**src/logic/cacc_csb_pkg.sv**
```systemverilog
`default_nettype none

package cacc_csb_pkg;

  ////////////////////
  // packet types
  ////////////////////
  typedef logic [62:0] csb_req_pd_t;   // addr, wdat, write, nposted, priv, be, level
  typedef logic [33:0] csb_resp_pd_t;  // kind, error, data
  typedef logic [21:0] csb_addr_t;     // word address
  typedef logic [31:0] csb_data_t;

  // request field positions
  localparam int REQ_ADDR_LSB    = 0;   // 21:0
  localparam int REQ_WDAT_LSB    = 22;  // 53:22
  localparam int REQ_WRITE_BIT   = 54;
  localparam int REQ_NPOSTED_BIT = 55;
  // priv, byte enables and level above bit 55 go unused

  // response field positions
  localparam int RESP_ERROR_BIT = 32;
  localparam int RESP_KIND_BIT  = 33;

  // response kinds
  localparam logic RESP_KIND_RD = 1'b0;  // read data report
  localparam logic RESP_KIND_WR = 1'b1;  // non-posted write ack

endpackage

`default_nettype wire

```
**src/logic/cacc_reg_pkg.sv**
```systemverilog
`default_nettype none

package cacc_reg_pkg;

  typedef logic [11:0] reg_offset_t;  // byte offset in the 4 KB window

  ////////////////////
  // register map
  ////////////////////
  localparam reg_offset_t POINTER_OFS        = 12'h000;
  localparam reg_offset_t STATUS_OFS         = 12'h004;
  localparam reg_offset_t OP_ENABLE_OFS      = 12'h008;
  localparam reg_offset_t MISC_CFG_OFS       = 12'h00c;
  localparam reg_offset_t DATAOUT_SIZE_0_OFS = 12'h010;
  localparam reg_offset_t DATAOUT_SIZE_1_OFS = 12'h014;
  localparam reg_offset_t DATAOUT_ADDR_OFS   = 12'h018;
  localparam reg_offset_t BATCHES_OFS        = 12'h01c;
  localparam reg_offset_t DUAL_BASE_OFS      = 12'h008;  // single below, ping-pong above

  // field positions inside the 32-bit words
  localparam int PTR_PRODUCER_BIT = 0;
  localparam int PTR_CONSUMER_BIT = 16;
  localparam int STATUS_0_LSB     = 0;
  localparam int STATUS_1_LSB     = 16;
  localparam int WIDTH_LSB        = 0;   // dataout_size_0
  localparam int HEIGHT_LSB       = 16;  // dataout_size_0
  localparam int CHANNEL_LSB      = 0;   // dataout_size_1

  typedef logic [12:0] dim_t;    // width, height, channel
  typedef logic [4:0]  batch_t;

  typedef enum logic [1:0] {
    GROUP_IDLE    = 2'd0,
    GROUP_PENDING = 2'd1,
    GROUP_RUNNING = 2'd2
  } group_status_e;

  localparam int OP_EN_DELAY = 3;  // reg2dp_op_en pipe depth

endpackage

`default_nettype wire

```
**src/logic/cacc_reg_access_if.sv**
```systemverilog
`timescale 1ns/100ps
`default_nettype none

// decoded register access, one beat per accepted request
interface cacc_reg_access_if;

  cacc_reg_pkg::reg_offset_t offset;   // byte offset
  cacc_csb_pkg::csb_data_t   wr_data;
  logic                      wr_en;    // strobe
  logic                      rd_en;    // strobe
  logic                      nposted;  // write wants an ack

  modport req (output offset, wr_data, wr_en, rd_en, nposted);

  // register groups only see the write side
  modport group (input offset, wr_data, wr_en);

  modport resp (input wr_en, rd_en, nposted);

endinterface

`default_nettype wire

```
**src/logic/cacc_cfg_if.sv**
```systemverilog
`timescale 1ns/100ps
`default_nettype none

// live config of one ping-pong group
interface cacc_cfg_if;

  logic                    op_en;
  logic                    conv_mode;
  cacc_reg_pkg::dim_t      width;
  cacc_reg_pkg::dim_t      height;
  cacc_reg_pkg::dim_t      channel;
  cacc_csb_pkg::csb_data_t addr;
  cacc_reg_pkg::batch_t    batches;

  modport group (output op_en, conv_mode, width, height, channel, addr, batches);
  modport sel (input op_en, conv_mode, width, height, channel, addr, batches);

endinterface

`default_nettype wire

```
**src/logic/cacc_csb_req_stage.sv**
```systemverilog
`timescale 1ns/100ps
`default_nettype none

module cacc_csb_req_stage (
  input  wire logic                      nvdla_core_clk,
  input  wire logic                      nvdla_core_rstn,
  input  wire logic                      req_pvld,
  input  wire cacc_csb_pkg::csb_req_pd_t req_pd,
  cacc_reg_access_if.req                 acc
);

  logic                      req_vld_q;
  cacc_csb_pkg::csb_req_pd_t req_pd_q;   // held packet
  cacc_csb_pkg::csb_addr_t   req_addr;
  cacc_csb_pkg::csb_data_t   req_wdat;
  logic                      req_write;
  logic                      req_nposted;

  always_ff @(posedge nvdla_core_clk or negedge nvdla_core_rstn) begin
    if (!nvdla_core_rstn) begin
      req_vld_q <= 1'b0;
    end else begin
      req_vld_q <= req_pvld;
    end
  end

  always_ff @(posedge nvdla_core_clk) begin
    if (req_pvld) req_pd_q <= req_pd;  // capture only on a beat
  end

  ////////////////////
  // unpack
  ////////////////////
  assign req_addr    = req_pd_q[cacc_csb_pkg::REQ_ADDR_LSB +: $bits(cacc_csb_pkg::csb_addr_t)];
  assign req_wdat    = req_pd_q[cacc_csb_pkg::REQ_WDAT_LSB +: $bits(cacc_csb_pkg::csb_data_t)];
  assign req_write   = req_pd_q[cacc_csb_pkg::REQ_WRITE_BIT];
  assign req_nposted = req_pd_q[cacc_csb_pkg::REQ_NPOSTED_BIT];

  // word addr -> byte offset, only the 4 KB window decodes
  assign acc.offset  = {req_addr[9:0], 2'b00};
  assign acc.wr_data = req_wdat;
  assign acc.wr_en   = req_vld_q & req_write;
  assign acc.rd_en   = req_vld_q & ~req_write;
  assign acc.nposted = req_nposted;

  // valid feeds the response path two stages down, so it must be clean
  a_req_pvld_known: assert property (@(posedge nvdla_core_clk) disable iff (!nvdla_core_rstn)
    !$isunknown(req_pvld));

endmodule

`default_nettype wire

```
**src/logic/cacc_single_group.sv**
```systemverilog
`timescale 1ns/100ps
`default_nettype none

module cacc_single_group (
  input  wire logic                        nvdla_core_clk,
  input  wire logic                        nvdla_core_rstn,
  cacc_reg_access_if.group                 acc,
  input  wire logic                        consumer,
  input  wire cacc_reg_pkg::group_status_e status_0,
  input  wire cacc_reg_pkg::group_status_e status_1,
  output logic                             producer,
  output cacc_csb_pkg::csb_data_t          rd_data
);

  logic sel_s;  // offset in the single group

  assign sel_s = (acc.offset < cacc_reg_pkg::DUAL_BASE_OFS);

  // producer pointer, sw owned
  always_ff @(posedge nvdla_core_clk or negedge nvdla_core_rstn) begin
    if (!nvdla_core_rstn) begin
      producer <= 1'b0;
    end else if (acc.wr_en && sel_s && acc.offset == cacc_reg_pkg::POINTER_OFS) begin
      producer <= acc.wr_data[cacc_reg_pkg::PTR_PRODUCER_BIT];
    end
  end

  // read mux, consumer and status are read only
  always_comb begin
    rd_data = '0;
    if (sel_s) begin
      case (acc.offset)
        cacc_reg_pkg::POINTER_OFS: begin
          rd_data[cacc_reg_pkg::PTR_PRODUCER_BIT] = producer;
          rd_data[cacc_reg_pkg::PTR_CONSUMER_BIT] = consumer;
        end
        cacc_reg_pkg::STATUS_OFS: begin
          rd_data[cacc_reg_pkg::STATUS_0_LSB +: 2] = status_0;
          rd_data[cacc_reg_pkg::STATUS_1_LSB +: 2] = status_1;
        end
        default: rd_data = '0;  // hole in the map
      endcase
    end
  end

endmodule

`default_nettype wire

```
**src/logic/cacc_dual_group.sv**
```systemverilog
`timescale 1ns/100ps
`default_nettype none

module cacc_dual_group #(
  parameter bit GROUP_ID = 1'b0  // which ping-pong half
) (
  input  wire logic               nvdla_core_clk,
  input  wire logic               nvdla_core_rstn,
  cacc_reg_access_if.group        acc,
  input  wire logic               producer,
  input  wire logic               consumer,
  input  wire logic               done,
  cacc_cfg_if.group               cfg,
  output cacc_csb_pkg::csb_data_t rd_data
);

  logic                    sel_d;     // addressed through the producer pointer
  logic                    wr_field;  // write lands, group idle
  logic                    op_en;
  logic                    conv_mode;
  cacc_reg_pkg::dim_t      width;
  cacc_reg_pkg::dim_t      height;
  cacc_reg_pkg::dim_t      channel;
  cacc_csb_pkg::csb_data_t addr;
  cacc_reg_pkg::batch_t    batches;

  assign sel_d    = (acc.offset >= cacc_reg_pkg::DUAL_BASE_OFS) && (producer == GROUP_ID);
  assign wr_field = acc.wr_en & sel_d & ~op_en;  // running group is locked

  ////////////////////
  // config fields
  ////////////////////
  always_ff @(posedge nvdla_core_clk or negedge nvdla_core_rstn) begin
    if (!nvdla_core_rstn) begin
      op_en     <= 1'b0;
      conv_mode <= 1'b0;
      width     <= '0;
      height    <= '0;
      channel   <= '0;
      addr      <= '0;
      batches   <= '0;
    end else begin
      if (wr_field && acc.offset == cacc_reg_pkg::OP_ENABLE_OFS) begin
        op_en <= acc.wr_data[0];  // kick
      end else if (done && consumer == GROUP_ID) begin
        op_en <= 1'b0;            // datapath finished this group
      end
      if (wr_field) begin
        case (acc.offset)
          cacc_reg_pkg::MISC_CFG_OFS: conv_mode <= acc.wr_data[0];
          cacc_reg_pkg::DATAOUT_SIZE_0_OFS: begin
            width  <= acc.wr_data[cacc_reg_pkg::WIDTH_LSB +: $bits(cacc_reg_pkg::dim_t)];
            height <= acc.wr_data[cacc_reg_pkg::HEIGHT_LSB +: $bits(cacc_reg_pkg::dim_t)];
          end
          cacc_reg_pkg::DATAOUT_SIZE_1_OFS:
            channel <= acc.wr_data[cacc_reg_pkg::CHANNEL_LSB +: $bits(cacc_reg_pkg::dim_t)];
          cacc_reg_pkg::DATAOUT_ADDR_OFS: addr <= acc.wr_data;
          cacc_reg_pkg::BATCHES_OFS: batches <= acc.wr_data[$bits(cacc_reg_pkg::batch_t)-1:0];
          default: ;  // op_enable handled above
        endcase
      end
    end
  end

  // readback, zero when not selected so the top can OR
  always_comb begin
    rd_data = '0;
    if (sel_d) begin
      case (acc.offset)
        cacc_reg_pkg::OP_ENABLE_OFS: rd_data[0] = op_en;
        cacc_reg_pkg::MISC_CFG_OFS:  rd_data[0] = conv_mode;
        cacc_reg_pkg::DATAOUT_SIZE_0_OFS: begin
          rd_data[cacc_reg_pkg::WIDTH_LSB +: $bits(cacc_reg_pkg::dim_t)]  = width;
          rd_data[cacc_reg_pkg::HEIGHT_LSB +: $bits(cacc_reg_pkg::dim_t)] = height;
        end
        cacc_reg_pkg::DATAOUT_SIZE_1_OFS:
          rd_data[cacc_reg_pkg::CHANNEL_LSB +: $bits(cacc_reg_pkg::dim_t)] = channel;
        cacc_reg_pkg::DATAOUT_ADDR_OFS: rd_data = addr;
        cacc_reg_pkg::BATCHES_OFS: rd_data[$bits(cacc_reg_pkg::batch_t)-1:0] = batches;
        default: rd_data = '0;
      endcase
    end
  end

  assign cfg.op_en     = op_en;
  assign cfg.conv_mode = conv_mode;
  assign cfg.width     = width;
  assign cfg.height    = height;
  assign cfg.channel   = channel;
  assign cfg.addr      = addr;
  assign cfg.batches   = batches;

  // only a sw kick through the producer pointer starts a group
  a_op_en_rise: assert property (@(posedge nvdla_core_clk) disable iff (!nvdla_core_rstn)
    $rose(op_en) |-> $past(acc.wr_en && sel_d && acc.offset == cacc_reg_pkg::OP_ENABLE_OFS));

endmodule

`default_nettype wire

```
**src/logic/cacc_consumer_ctrl.sv**
```systemverilog
`timescale 1ns/100ps
`default_nettype none

module cacc_consumer_ctrl (
  input  wire logic                   nvdla_core_clk,
  input  wire logic                   nvdla_core_rstn,
  input  wire logic                   done,
  cacc_cfg_if.sel                     cfg0,
  cacc_cfg_if.sel                     cfg1,
  output logic                        consumer,
  output cacc_reg_pkg::group_status_e status_0,
  output cacc_reg_pkg::group_status_e status_1,
  output logic                        op_en,
  output logic                        conv_mode,
  output cacc_reg_pkg::dim_t          dataout_width,
  output cacc_reg_pkg::dim_t          dataout_height,
  output cacc_reg_pkg::dim_t          dataout_channel,
  output cacc_csb_pkg::csb_data_t     dataout_addr,
  output cacc_reg_pkg::batch_t        batches
);

  logic                                 op_en_sel;   // consumer group's op_en
  logic [cacc_reg_pkg::OP_EN_DELAY-1:0] op_en_pipe;

  // consumer flips each time the datapath finishes
  always_ff @(posedge nvdla_core_clk or negedge nvdla_core_rstn) begin
    if (!nvdla_core_rstn) begin
      consumer <= 1'b0;
    end else if (done) begin
      consumer <= ~consumer;
    end
  end

  ////////////////////
  // group status
  ////////////////////
  always_comb begin
    if (!cfg0.op_en) status_0 = cacc_reg_pkg::GROUP_IDLE;
    else if (!consumer) status_0 = cacc_reg_pkg::GROUP_RUNNING;
    else status_0 = cacc_reg_pkg::GROUP_PENDING;  // queued behind group 1
  end

  always_comb begin
    if (!cfg1.op_en) status_1 = cacc_reg_pkg::GROUP_IDLE;
    else if (consumer) status_1 = cacc_reg_pkg::GROUP_RUNNING;
    else status_1 = cacc_reg_pkg::GROUP_PENDING;
  end

  // datapath sees the consumer half
  assign op_en_sel       = consumer ? cfg1.op_en     : cfg0.op_en;
  assign conv_mode       = consumer ? cfg1.conv_mode : cfg0.conv_mode;
  assign dataout_width   = consumer ? cfg1.width     : cfg0.width;
  assign dataout_height  = consumer ? cfg1.height    : cfg0.height;
  assign dataout_channel = consumer ? cfg1.channel   : cfg0.channel;
  assign dataout_addr    = consumer ? cfg1.addr      : cfg0.addr;
  assign batches         = consumer ? cfg1.batches   : cfg0.batches;

  // op_en lags the fields so they settle first, done flushes
  always_ff @(posedge nvdla_core_clk or negedge nvdla_core_rstn) begin
    if (!nvdla_core_rstn) begin
      op_en_pipe <= '0;
    end else if (done) begin
      op_en_pipe <= '0;
    end else begin
      op_en_pipe <= {op_en_pipe[cacc_reg_pkg::OP_EN_DELAY-2:0], op_en_sel};
    end
  end

  assign op_en = op_en_pipe[cacc_reg_pkg::OP_EN_DELAY-1];

  a_consumer_on_done: assert property (@(posedge nvdla_core_clk) disable iff (!nvdla_core_rstn)
    $changed(consumer) |-> $past(done));

endmodule

`default_nettype wire

```
**src/logic/cacc_csb_resp_stage.sv**
```systemverilog
`timescale 1ns/100ps
`default_nettype none

module cacc_csb_resp_stage (
  input  wire logic                    nvdla_core_clk,
  input  wire logic                    nvdla_core_rstn,
  cacc_reg_access_if.resp              acc,
  input  wire cacc_csb_pkg::csb_data_t s_rd_data,
  input  wire cacc_csb_pkg::csb_data_t d0_rd_data,
  input  wire cacc_csb_pkg::csb_data_t d1_rd_data,
  output logic                         resp_valid,
  output cacc_csb_pkg::csb_resp_pd_t   resp_pd
);

  cacc_csb_pkg::csb_data_t    rd_data;  // unselected groups give 0
  cacc_csb_pkg::csb_resp_pd_t resp_w;

  assign rd_data = s_rd_data | d0_rd_data | d1_rd_data;

  // pack, error never set
  always_comb begin
    resp_w = '0;
    resp_w[cacc_csb_pkg::RESP_ERROR_BIT] = 1'b0;
    if (acc.rd_en) begin
      resp_w[cacc_csb_pkg::RESP_KIND_BIT] = cacc_csb_pkg::RESP_KIND_RD;
      resp_w[$bits(cacc_csb_pkg::csb_data_t)-1:0] = rd_data;
    end else begin
      resp_w[cacc_csb_pkg::RESP_KIND_BIT] = cacc_csb_pkg::RESP_KIND_WR;  // data stays 0
    end
  end

  always_ff @(posedge nvdla_core_clk or negedge nvdla_core_rstn) begin
    if (!nvdla_core_rstn) begin
      resp_valid <= 1'b0;
    end else begin
      resp_valid <= acc.rd_en | (acc.wr_en & acc.nposted);  // posted writes are silent
    end
  end

  always_ff @(posedge nvdla_core_clk) begin
    if (acc.rd_en || (acc.wr_en && acc.nposted)) resp_pd <= resp_w;
  end

endmodule

`default_nettype wire

```
**src/logic/cacc_regfile.sv**
```systemverilog
`timescale 1ns/100ps
`default_nettype none

module cacc_regfile (
  input  wire logic                      nvdla_core_clk,
  input  wire logic                      nvdla_core_rstn,
  input  wire logic                      csb2cacc_req_pvld,
  input  wire cacc_csb_pkg::csb_req_pd_t csb2cacc_req_pd,
  input  wire logic                      dp2reg_done,
  output logic                           csb2cacc_req_prdy,
  output logic                           cacc2csb_resp_valid,
  output cacc_csb_pkg::csb_resp_pd_t     cacc2csb_resp_pd,
  output logic                           reg2dp_op_en,
  output logic                           reg2dp_conv_mode,
  output cacc_reg_pkg::dim_t             reg2dp_dataout_width,
  output cacc_reg_pkg::dim_t             reg2dp_dataout_height,
  output cacc_reg_pkg::dim_t             reg2dp_dataout_channel,
  output cacc_csb_pkg::csb_data_t        reg2dp_dataout_addr,
  output cacc_reg_pkg::batch_t           reg2dp_batches
);

  logic                        producer;
  logic                        consumer;
  cacc_reg_pkg::group_status_e status_0;
  cacc_reg_pkg::group_status_e status_1;
  cacc_csb_pkg::csb_data_t     s_rd_data;
  cacc_csb_pkg::csb_data_t     d0_rd_data;
  cacc_csb_pkg::csb_data_t     d1_rd_data;

  cacc_reg_access_if acc_if ();
  cacc_cfg_if        cfg0_if ();
  cacc_cfg_if        cfg1_if ();

  assign csb2cacc_req_prdy = 1'b1;  // no back-pressure, one request per cycle

  ////////////////////
  // csb side
  ////////////////////
  cacc_csb_req_stage u_req (
    .nvdla_core_clk, .nvdla_core_rstn,
    .req_pvld (csb2cacc_req_pvld),
    .req_pd   (csb2cacc_req_pd),
    .acc      (acc_if.req)
  );

  cacc_csb_resp_stage u_resp (
    .nvdla_core_clk, .nvdla_core_rstn,
    .acc        (acc_if.resp),
    .s_rd_data, .d0_rd_data, .d1_rd_data,
    .resp_valid (cacc2csb_resp_valid),
    .resp_pd    (cacc2csb_resp_pd)
  );

  ////////////////////
  // register groups
  ////////////////////
  cacc_single_group u_single (
    .nvdla_core_clk, .nvdla_core_rstn,
    .acc (acc_if.group), .consumer, .status_0, .status_1, .producer, .rd_data (s_rd_data)
  );

  cacc_dual_group #(.GROUP_ID(1'b0)) u_dual_0 (
    .nvdla_core_clk, .nvdla_core_rstn, .acc (acc_if.group), .producer, .consumer,
    .done (dp2reg_done), .cfg (cfg0_if.group), .rd_data (d0_rd_data)
  );

  cacc_dual_group #(.GROUP_ID(1'b1)) u_dual_1 (
    .nvdla_core_clk, .nvdla_core_rstn, .acc (acc_if.group), .producer, .consumer,
    .done (dp2reg_done), .cfg (cfg1_if.group), .rd_data (d1_rd_data)
  );

  cacc_consumer_ctrl u_consumer (
    .nvdla_core_clk, .nvdla_core_rstn,
    .done (dp2reg_done), .cfg0 (cfg0_if.sel), .cfg1 (cfg1_if.sel),
    .consumer, .status_0, .status_1,
    .op_en           (reg2dp_op_en),
    .conv_mode       (reg2dp_conv_mode),
    .dataout_width   (reg2dp_dataout_width),
    .dataout_height  (reg2dp_dataout_height),
    .dataout_channel (reg2dp_dataout_channel),
    .dataout_addr    (reg2dp_dataout_addr),
    .batches         (reg2dp_batches)
  );

endmodule

`default_nettype wire

```
**config.mk**
```make
export PLATFORM = sky130hd
export DESIGN_NAME = cacc_regfile
export DESIGN_NICKNAME = d
export VERILOG_FILES = /design/src/logic/cacc_csb_pkg.sv /design/src/logic/cacc_reg_pkg.sv /design/src/logic/cacc_reg_access_if.sv /design/src/logic/cacc_cfg_if.sv /design/src/logic/cacc_csb_req_stage.sv /design/src/logic/cacc_single_group.sv /design/src/logic/cacc_dual_group.sv /design/src/logic/cacc_consumer_ctrl.sv /design/src/logic/cacc_csb_resp_stage.sv /design/src/logic/cacc_regfile.sv
export SDC_FILE = /design/constraint.sdc
export NUM_CORES = 1
export LEC_CHECK = 0
export ABC_CLOCK_PERIOD_IN_PS = 5100
export BUFFER_PORTS_ARGS = -buffer_cell sky130_fd_sc_hd__buf_2
export CAP_MARGIN = 30
export CORE_MARGIN = 5
export CORE_UTILIZATION = 25
export DETAILED_ROUTE_END_ITERATION = 12
export SYNTH_ARGS = -nofsm -noshare
export SYNTH_HDL_FRONTEND = slang
export SYNTH_SLANG_ARGS = --single-unit
```
**constraint.sdc**
```tcl
create_clock -name nvdla_core_clk -period 5.1 [get_ports nvdla_core_clk]
set_clock_uncertainty 0.2 [all_clocks]
set_input_delay 0.765 -clock nvdla_core_clk [delete_from_list [all_inputs] [get_ports nvdla_core_clk]]
set_output_delay 0.765 -clock nvdla_core_clk [all_outputs]
set_load 0.01 [all_outputs]
```
# Word level (Yosys, flattened, before mapping)
# Index checks and enable logic that the tools add are counted.
# word_totals
regBits	252
# op_classes
n_reduce_logical	23
muxes	36
order_cmp	2
eq_ne	7
bitwise_logic	15
# ops
op	n
$mux W32	3
$or A32 B32 Y32	2
$pmux W13 S2	2
$pmux W8 S3	2
$eq A10 B3 Y1 const B	4
$mux W13	3
$pmux W4 S4	2
$eq A10 B2 Y1 const B	2
$reduce_and A2 Y1	10
$mux W18	1
$mux W3	5
$ge A12 B4 Y1 const B	1
$logic_not A12 Y1	1
$lt A12 B4 Y1 const B	1
$pmux W1 S6	2
$eq A10 B1 Y1 const B	1
$logic_and A1 B1 Y1	9
$mux W1	9
$mux W2	4
$and A1 B1 Y1	7
$mux W5	1
$not A1 Y1	5
$pmux W1 S2	2
$reduce_bool A2 Y1	2
other kinds (2)	2

# Logic depth before layout (Yosys ltp)
# logic_depth
depth_word	6
ltp_mapped	9
mapped_depth_nobuf	5

# By module
# Synthesis repeated with hierarchy kept, for this count alone.
# unflattened
hier_cells	866
area_unflattened_um2	12433.2
# modules_own_cells
mod	seq_area_each_um2	cells_per_inst	area_each_um2	n_inst
cacc_dual_group at u_dual_0	1951.9	282	3824.9	1
cacc_dual_group at u_dual_1	1951.9	273	3696.0	1
cacc_csb_req_stage	1346.3	92	1696.6	1
cacc_consumer_ctrl	100.1	98	1478.9	1
cacc_csb_resp_stage	1016.0	74	1375.1	1
cacc_single_group	25.0	45	350.3	1
cacc_regfile	0.0	2	11.3	1

# Worst setup path before layout
# No wires, ideal clock.
# synth_path
kind	reg-to-reg
startpoint	register u_req.req_pd_q[54]
endpoint	register u_resp.resp_pd[0], enable pin
slack_ns	1.568
required_ns	4.424
stages_incl_launch_ff	2
arrival_ns	2.856
setup_time_ns	0.476
period_less_slack_ns	3.532
path_cell_list	edfxtp_1 > a21boi_0
# synth_via
elab_chain_len	3
elab_cells_between_ends	5
# synth_lines
element	line	text
start: declaration	cacc_csb_req_stage.sv:13	cacc_csb_pkg::csb_req_pd_t req_pd_q;
start signal: assignment	cacc_csb_req_stage.sv:28	if (req_pvld) req_pd_q <= req_pd;
$and A1 B1 Y1 / $not A1 Y1 (equally long branches)	cacc_csb_req_stage.sv:42, cacc_csb_req_stage.sv:43	
$logic_and A1 B1 Y1 / $and A1 B1 Y1 (equally long branches)	cacc_csb_resp_stage.sv:41, cacc_csb_req_stage.sv:43	
$logic_or A1 B1 Y1 *	cacc_csb_resp_stage.sv:41	if (acc.rd_en || (acc.wr_en && acc.nposted)) resp_pd <= resp_w;
end signal: assignment	cacc_csb_resp_stage.sv:41	
end: declaration	cacc_csb_resp_stage.sv:12	output cacc_csb_pkg::csb_resp_pd_t resp_pd
# Mark *: on every way between the ends. The rest lies on a longest branch, timed or not.
# A chain may end at the register's enable or synchronous reset.

# Worst setup path after layout
# layout_path
startpoint	register u_req.req_pd_q[5]
endpoint	register u_dual_1.height[12], in the netlist u_dual_1.cfg.height[12]
# layout_via
elab_chain_len	5
elab_cells_between_ends	6
# layout_lines
element	line	text
$ge A12 B4 Y1	cacc_dual_group.sv:27	assign sel_d = (acc.offset >= cacc_reg_pkg::DUAL_BASE_OFS) && (producer == GROUP_ID);
$logic_and A1 B1 Y1	cacc_dual_group.sv:27	
$and A1 B1 Y1 (2 in series)	cacc_dual_group.sv:28	assign wr_field = acc.wr_en & sel_d & ~op_en;
$reduce_and A2 Y1 (no line) *	-	
end signal: assignment	cacc_dual_group.sv:53	height <= acc.wr_data[cacc_reg_pkg::HEIGHT_LSB +: $bits(cacc_reg_pkg::dim_t)];
end: declaration	cacc_dual_group.sv:22	cacc_reg_pkg::dim_t height;
# Marks and branches as above.

==> reports/qor.txt <==
================================================================================
Total wire length .................................................    33,000 µm
Synth Area in Adders ..............................................           0%
Hold Buf Count CTS ................................................            0
Via count .........................................................        6,918
DR DRC count ......................................................            0
Minimum clock period after layout .................................      3.57 ns
Largest cells by area after synthesis ............................. sky130_fd_sc_hd__dfrtp_1, sky130_fd_sc_hd__edfxtp_1, sky130_fd_sc_hd__mux2_2
Crit Path Category ................................................ register to register
Reported leakage power ............................................   0.00614 µW
Endpoint required time on the critical path .......................      5.34 ns
Number of hold violations in the final report .....................            0
Share of synthesized area spent on multiplexers ...................        28.5%
Final Setup Violations ............................................            0
Run status ........................................................ finished clean
XOR/XNOR share of the synthesized area ............................      0.0802%
Worst IR drop on VDD ..............................................       219 µV
Clock tree from TritonCTS .........................................        built
Pin count of the biggest net entering global routing ..............           80
Tot Pwr ...........................................................      4610 µW
Vias in the first global route ....................................        7,323
Slowest stage cell, crit path ..................................... sky130_fd_sc_hd__or4_1
Leading area contributor after synthesis .......................... sky130_fd_sc_hd__dfrtp_1
Crit path setup slack, layout .....................................      1.53 ns
Setup TNS .........................................................         0 ns
Most frequently used flop master after synthesis .................. sky130_fd_sc_hd__dfrtp_1
Max-slew violation total from the final report ....................            0
Fillers ...........................................................        4,364
Final antenna-violating net count .................................            0
Register Area .....................................................     6390 µm²
Switching power ...................................................      1180 µW
Switch share ......................................................        25.6%
Layout-stage area growth over the synthesis result ................        22.7%
Root Buffer ....................................................... sky130_fd_sc_hd__clkbuf_16
Global-route wire length before repair ............................    48,500 µm
Combinational power share .........................................         7.8%
Footprint of the multi-input gates ................................     4270 µm²
Most frequent cell after synthesis ................................ sky130_fd_sc_hd__mux2_2
Critical Path Max Stage Delay .....................................      0.83 ns
Crit start category ...............................................     register
Most frequent cells after synthesis ............................... sky130_fd_sc_hd__mux2_2, sky130_fd_sc_hd__dfrtp_1, sky130_fd_sc_hd__edfxtp_1
Share of the synthesized area in the top cell type ................        37.3%
Arrival time at the worst endpoint ................................      3.81 ns
R2r endpoint ...................................................... u_dual_1.cfg.height[12]
R2R Setup Slk .....................................................      1.53 ns
Full die area .....................................................   48,000 µm²
Crit Reg-Reg Startpoint ........................................... u_req.req_pd_q[5]
Syn Nets ..........................................................          802
Setup slack after placement .......................................      1.51 ns
Floorplan row count ...............................................           76
Largest family of logic cells by synthesized area ................. multiplexers
Core area .........................................................   43,200 µm²
Fraction of the mapped netlist area in simple logic gates .........        5.12%
Starting density of the core ......................................        25.3%
Power share of the sequential group ...............................        47.1%
Power per cell area ...............................................   344 nW/µm²
Maximum fanout along the worst path ...............................           24
Total global-route track usage ....................................        13.4%
HPWL Detailed .....................................................    22,000 µm
Clock latency reported for the late side of the worst-skew pair ...      0.56 ns
Buffers inserted during post-CTS setup optimization ...............            0
Count of distinct cell types in the synthesized netlist ...........           52
Top-level I/O count ...............................................          181
Maximum number of buffers from clock root to sink .................            3
Compound-cell area share of the yosys netlist .....................        4.97%
Asr flop ratio synth ..............................................        67.9%
Critical Path Sink Type ...........................................     register
Number of I/O port buffers ........................................          159
Cell count after synthesis ........................................          735
WL/cell ...........................................................      21.9 µm
Average cell area after synthesis .................................     14.9 µm²
Number of enable flip-flop cells after synthesis ..................           77
Floorplan die width ...............................................       219 µm
Headroom to the max-slew limit ....................................        33.8%
CTS-repair resized insts ..........................................            0
GRT Residual Overflow .............................................            0
Via-per-instance ratio ............................................         4.59
Max-cap viol count ................................................            0
GPL Wtd Cong ......................................................        0.780
CTS clk-pin slew, worst paths .....................................      0.06 ns
Crit-path leading delay family .................................... simple AND/OR/NAND/NOR gates
#FFs+latches synth ................................................          240
Length of the first detailed-routing pass in iterations ...........            5
Period utilisation layout .........................................        70.0%
Clock Sinks .......................................................          240
Path category of the worst min-delay check ........................ input port to async pin
Number of DRC violations after detailed-routing iteration 0 .......          509
Setup repair after global routing missed its margin ...............           no
Number of antenna violations at the first check in global routing .            0
Cell Area, Synth ..................................................   10,900 µm²
Worst Max-Slew Pin Slew ...........................................     0.987 ns
Fmax ..............................................................      280 MHz
Internal power contribution .......................................      3430 µW
Proportion of layout cells with a drive suffix above 1 ............        49.6%
Part of the Yosys area used for sequential elements ...............        58.5%
Fraction of power consumed by the clock network ...................        45.1%
Vertical die dimension ............................................       219 µm
Cell breakdown of the critical path ............................... or4_1 > nor4_4 > buf_4 > nor2b_4 > buf_12 > mux2_2
Number of H-tree branching levels .................................            1
TritonCTS Buffers .................................................           30
Depth of the worst register-to-register path ......................            6
Nets ..............................................................          963
Critical path buffer and inverter count ...........................            2
Count of yosys warnings during synthesis ..........................            0
================================================================================
-- cell families (layout without fill, tap and decap cells) --
group                  after synthesis  after routing
other                                2              5
AND/OR/NAND/NOR                    101            101
multiplexers                       260            260
buffers and inverters               59            244
flip-flops                         240            240
XOR/XNOR                             1              1
AO/OA/AOI/OAI                       72             72
-- power by group through the flow --
stage                     sequential (µW)  combinational [µW]  clock (µW)
after floorplan                      2120                 265           0
after global placement               2210                 366           0
after detailed placement             2210                 367           0
after CTS                            2180                 368        2150
after global routing                 2180                 386        2230
final                                2170                 360        2080
-- registers in the layout, summed over array words and instances (netlist names), 3 cells and up --
| name | count |
|---|---|
| u_dual_1.cfg.width | 13 |
| u_req.req_pd_q | 44 |
| u_dual_0.cfg.width | 13 |
| u_dual_1.cfg.channel | 13 |
| u_dual_0.cfg.height | 13 |
| u_dual_0.cfg.addr | 32 |
| u_consumer.op_en_pipe | 3 |
| u_dual_0.cfg.batches | 5 |
| u_resp.resp_pd | 33 |
| u_dual_0.cfg.channel | 13 |
| u_dual_1.cfg.batches | 5 |
| u_dual_1.cfg.addr | 32 |
| u_dual_1.cfg.height | 13 |
-- layout make-up --
type | count | area share (%)
flip-flops and latches | 240 | 47.7
multi-input cells | 436 | 31.9
repair buffers | 182 | 7.46
clock buffers | 42 | 6.41
well taps | 585 | 5.46
clock inverters | 14 | 0.803
inverters | 6 | 0.168
diodes | 3 | 0.0560
-- cells in the final DEF (no fill, tap or decap), types with 5 or more instances in the layout --
cell                        instances
sky130_fd_sc_hd__mux2_2           181
sky130_fd_sc_hd__dfrtp_1          162
sky130_fd_sc_hd__buf_2            158
sky130_fd_sc_hd__edfxtp_1          77
sky130_fd_sc_hd__mux2_1            38
sky130_fd_sc_hd__clkbuf_16         32
sky130_fd_sc_hd__nand2_1           23
sky130_fd_sc_hd__nor2_1            22
sky130_fd_sc_hd__a221oi_1          22
sky130_fd_sc_hd__buf_4             21
sky130_fd_sc_hd__mux2_4            20
sky130_fd_sc_hd__nor3_1            17
sky130_fd_sc_hd__a22oi_1           12
sky130_fd_sc_hd__mux4_2            11
sky130_fd_sc_hd__mux2i_1           10
sky130_fd_sc_hd__a21oi_1           10
sky130_fd_sc_hd__nand3_1            9
sky130_fd_sc_hd__clkbuf_1           8
sky130_fd_sc_hd__o21ai_0            7
sky130_fd_sc_hd__inv_1              5
sky130_fd_sc_hd__clkinv_2           5
-- metal layers --
layer	wire, µm	up-vias	track usage [%]
met2	15300	200	21.9
met1	14800	3554	18.5
li1	-	3114	-
met4	773	0	2.93
met3	2150	50	2.76
met5	0	-	0
-- how the worst max path moves through the flow --
stage | from | endpoint | slack [ns] | cells past startpoint
2_1_floorplan | u_req.req_pd_q[54] | u_resp.resp_pd[0] | 1.57 | 1
3_3_place_gp | u_req.req_pd_q[6] | u_dual_1.cfg.channel[1] | 1.53 | 6
3_5_place_dp | u_req.req_pd_q[5] | u_dual_1.cfg.channel[12] | 1.51 | 6
4_1_cts | u_req.req_pd_q[5] | u_dual_1.cfg.channel[12] | 1.50 | 6
5_1_grt | u_req.req_pd_q[5] | u_dual_1.cfg.height[12] | 1.39 | 6
6_report | u_req.req_pd_q[5] | u_dual_1.cfg.height[12] | 1.53 | 6
-- per-stage QoR --
| stage | hold slack [ns] | std cells | utilization, % | cell area [µm²] |
|---|---|---|---|---|
| floorplan | 0.239 | 735 | - | 10900 |
| finish | 0.0203 | 1508 | 31.0 | 13400 |
| global placement | 0.243 | 1448 | 28.8 | 12400 |
| detailed placement | 0.251 | 1449 | 28.8 | 12400 |
| CTS | 0.0714 | 1505 | 31.0 | 13400 |
| global route | 0.0925 | 1505 | 31.0 | 13400 |
Power figures use the tool's default switching activity.
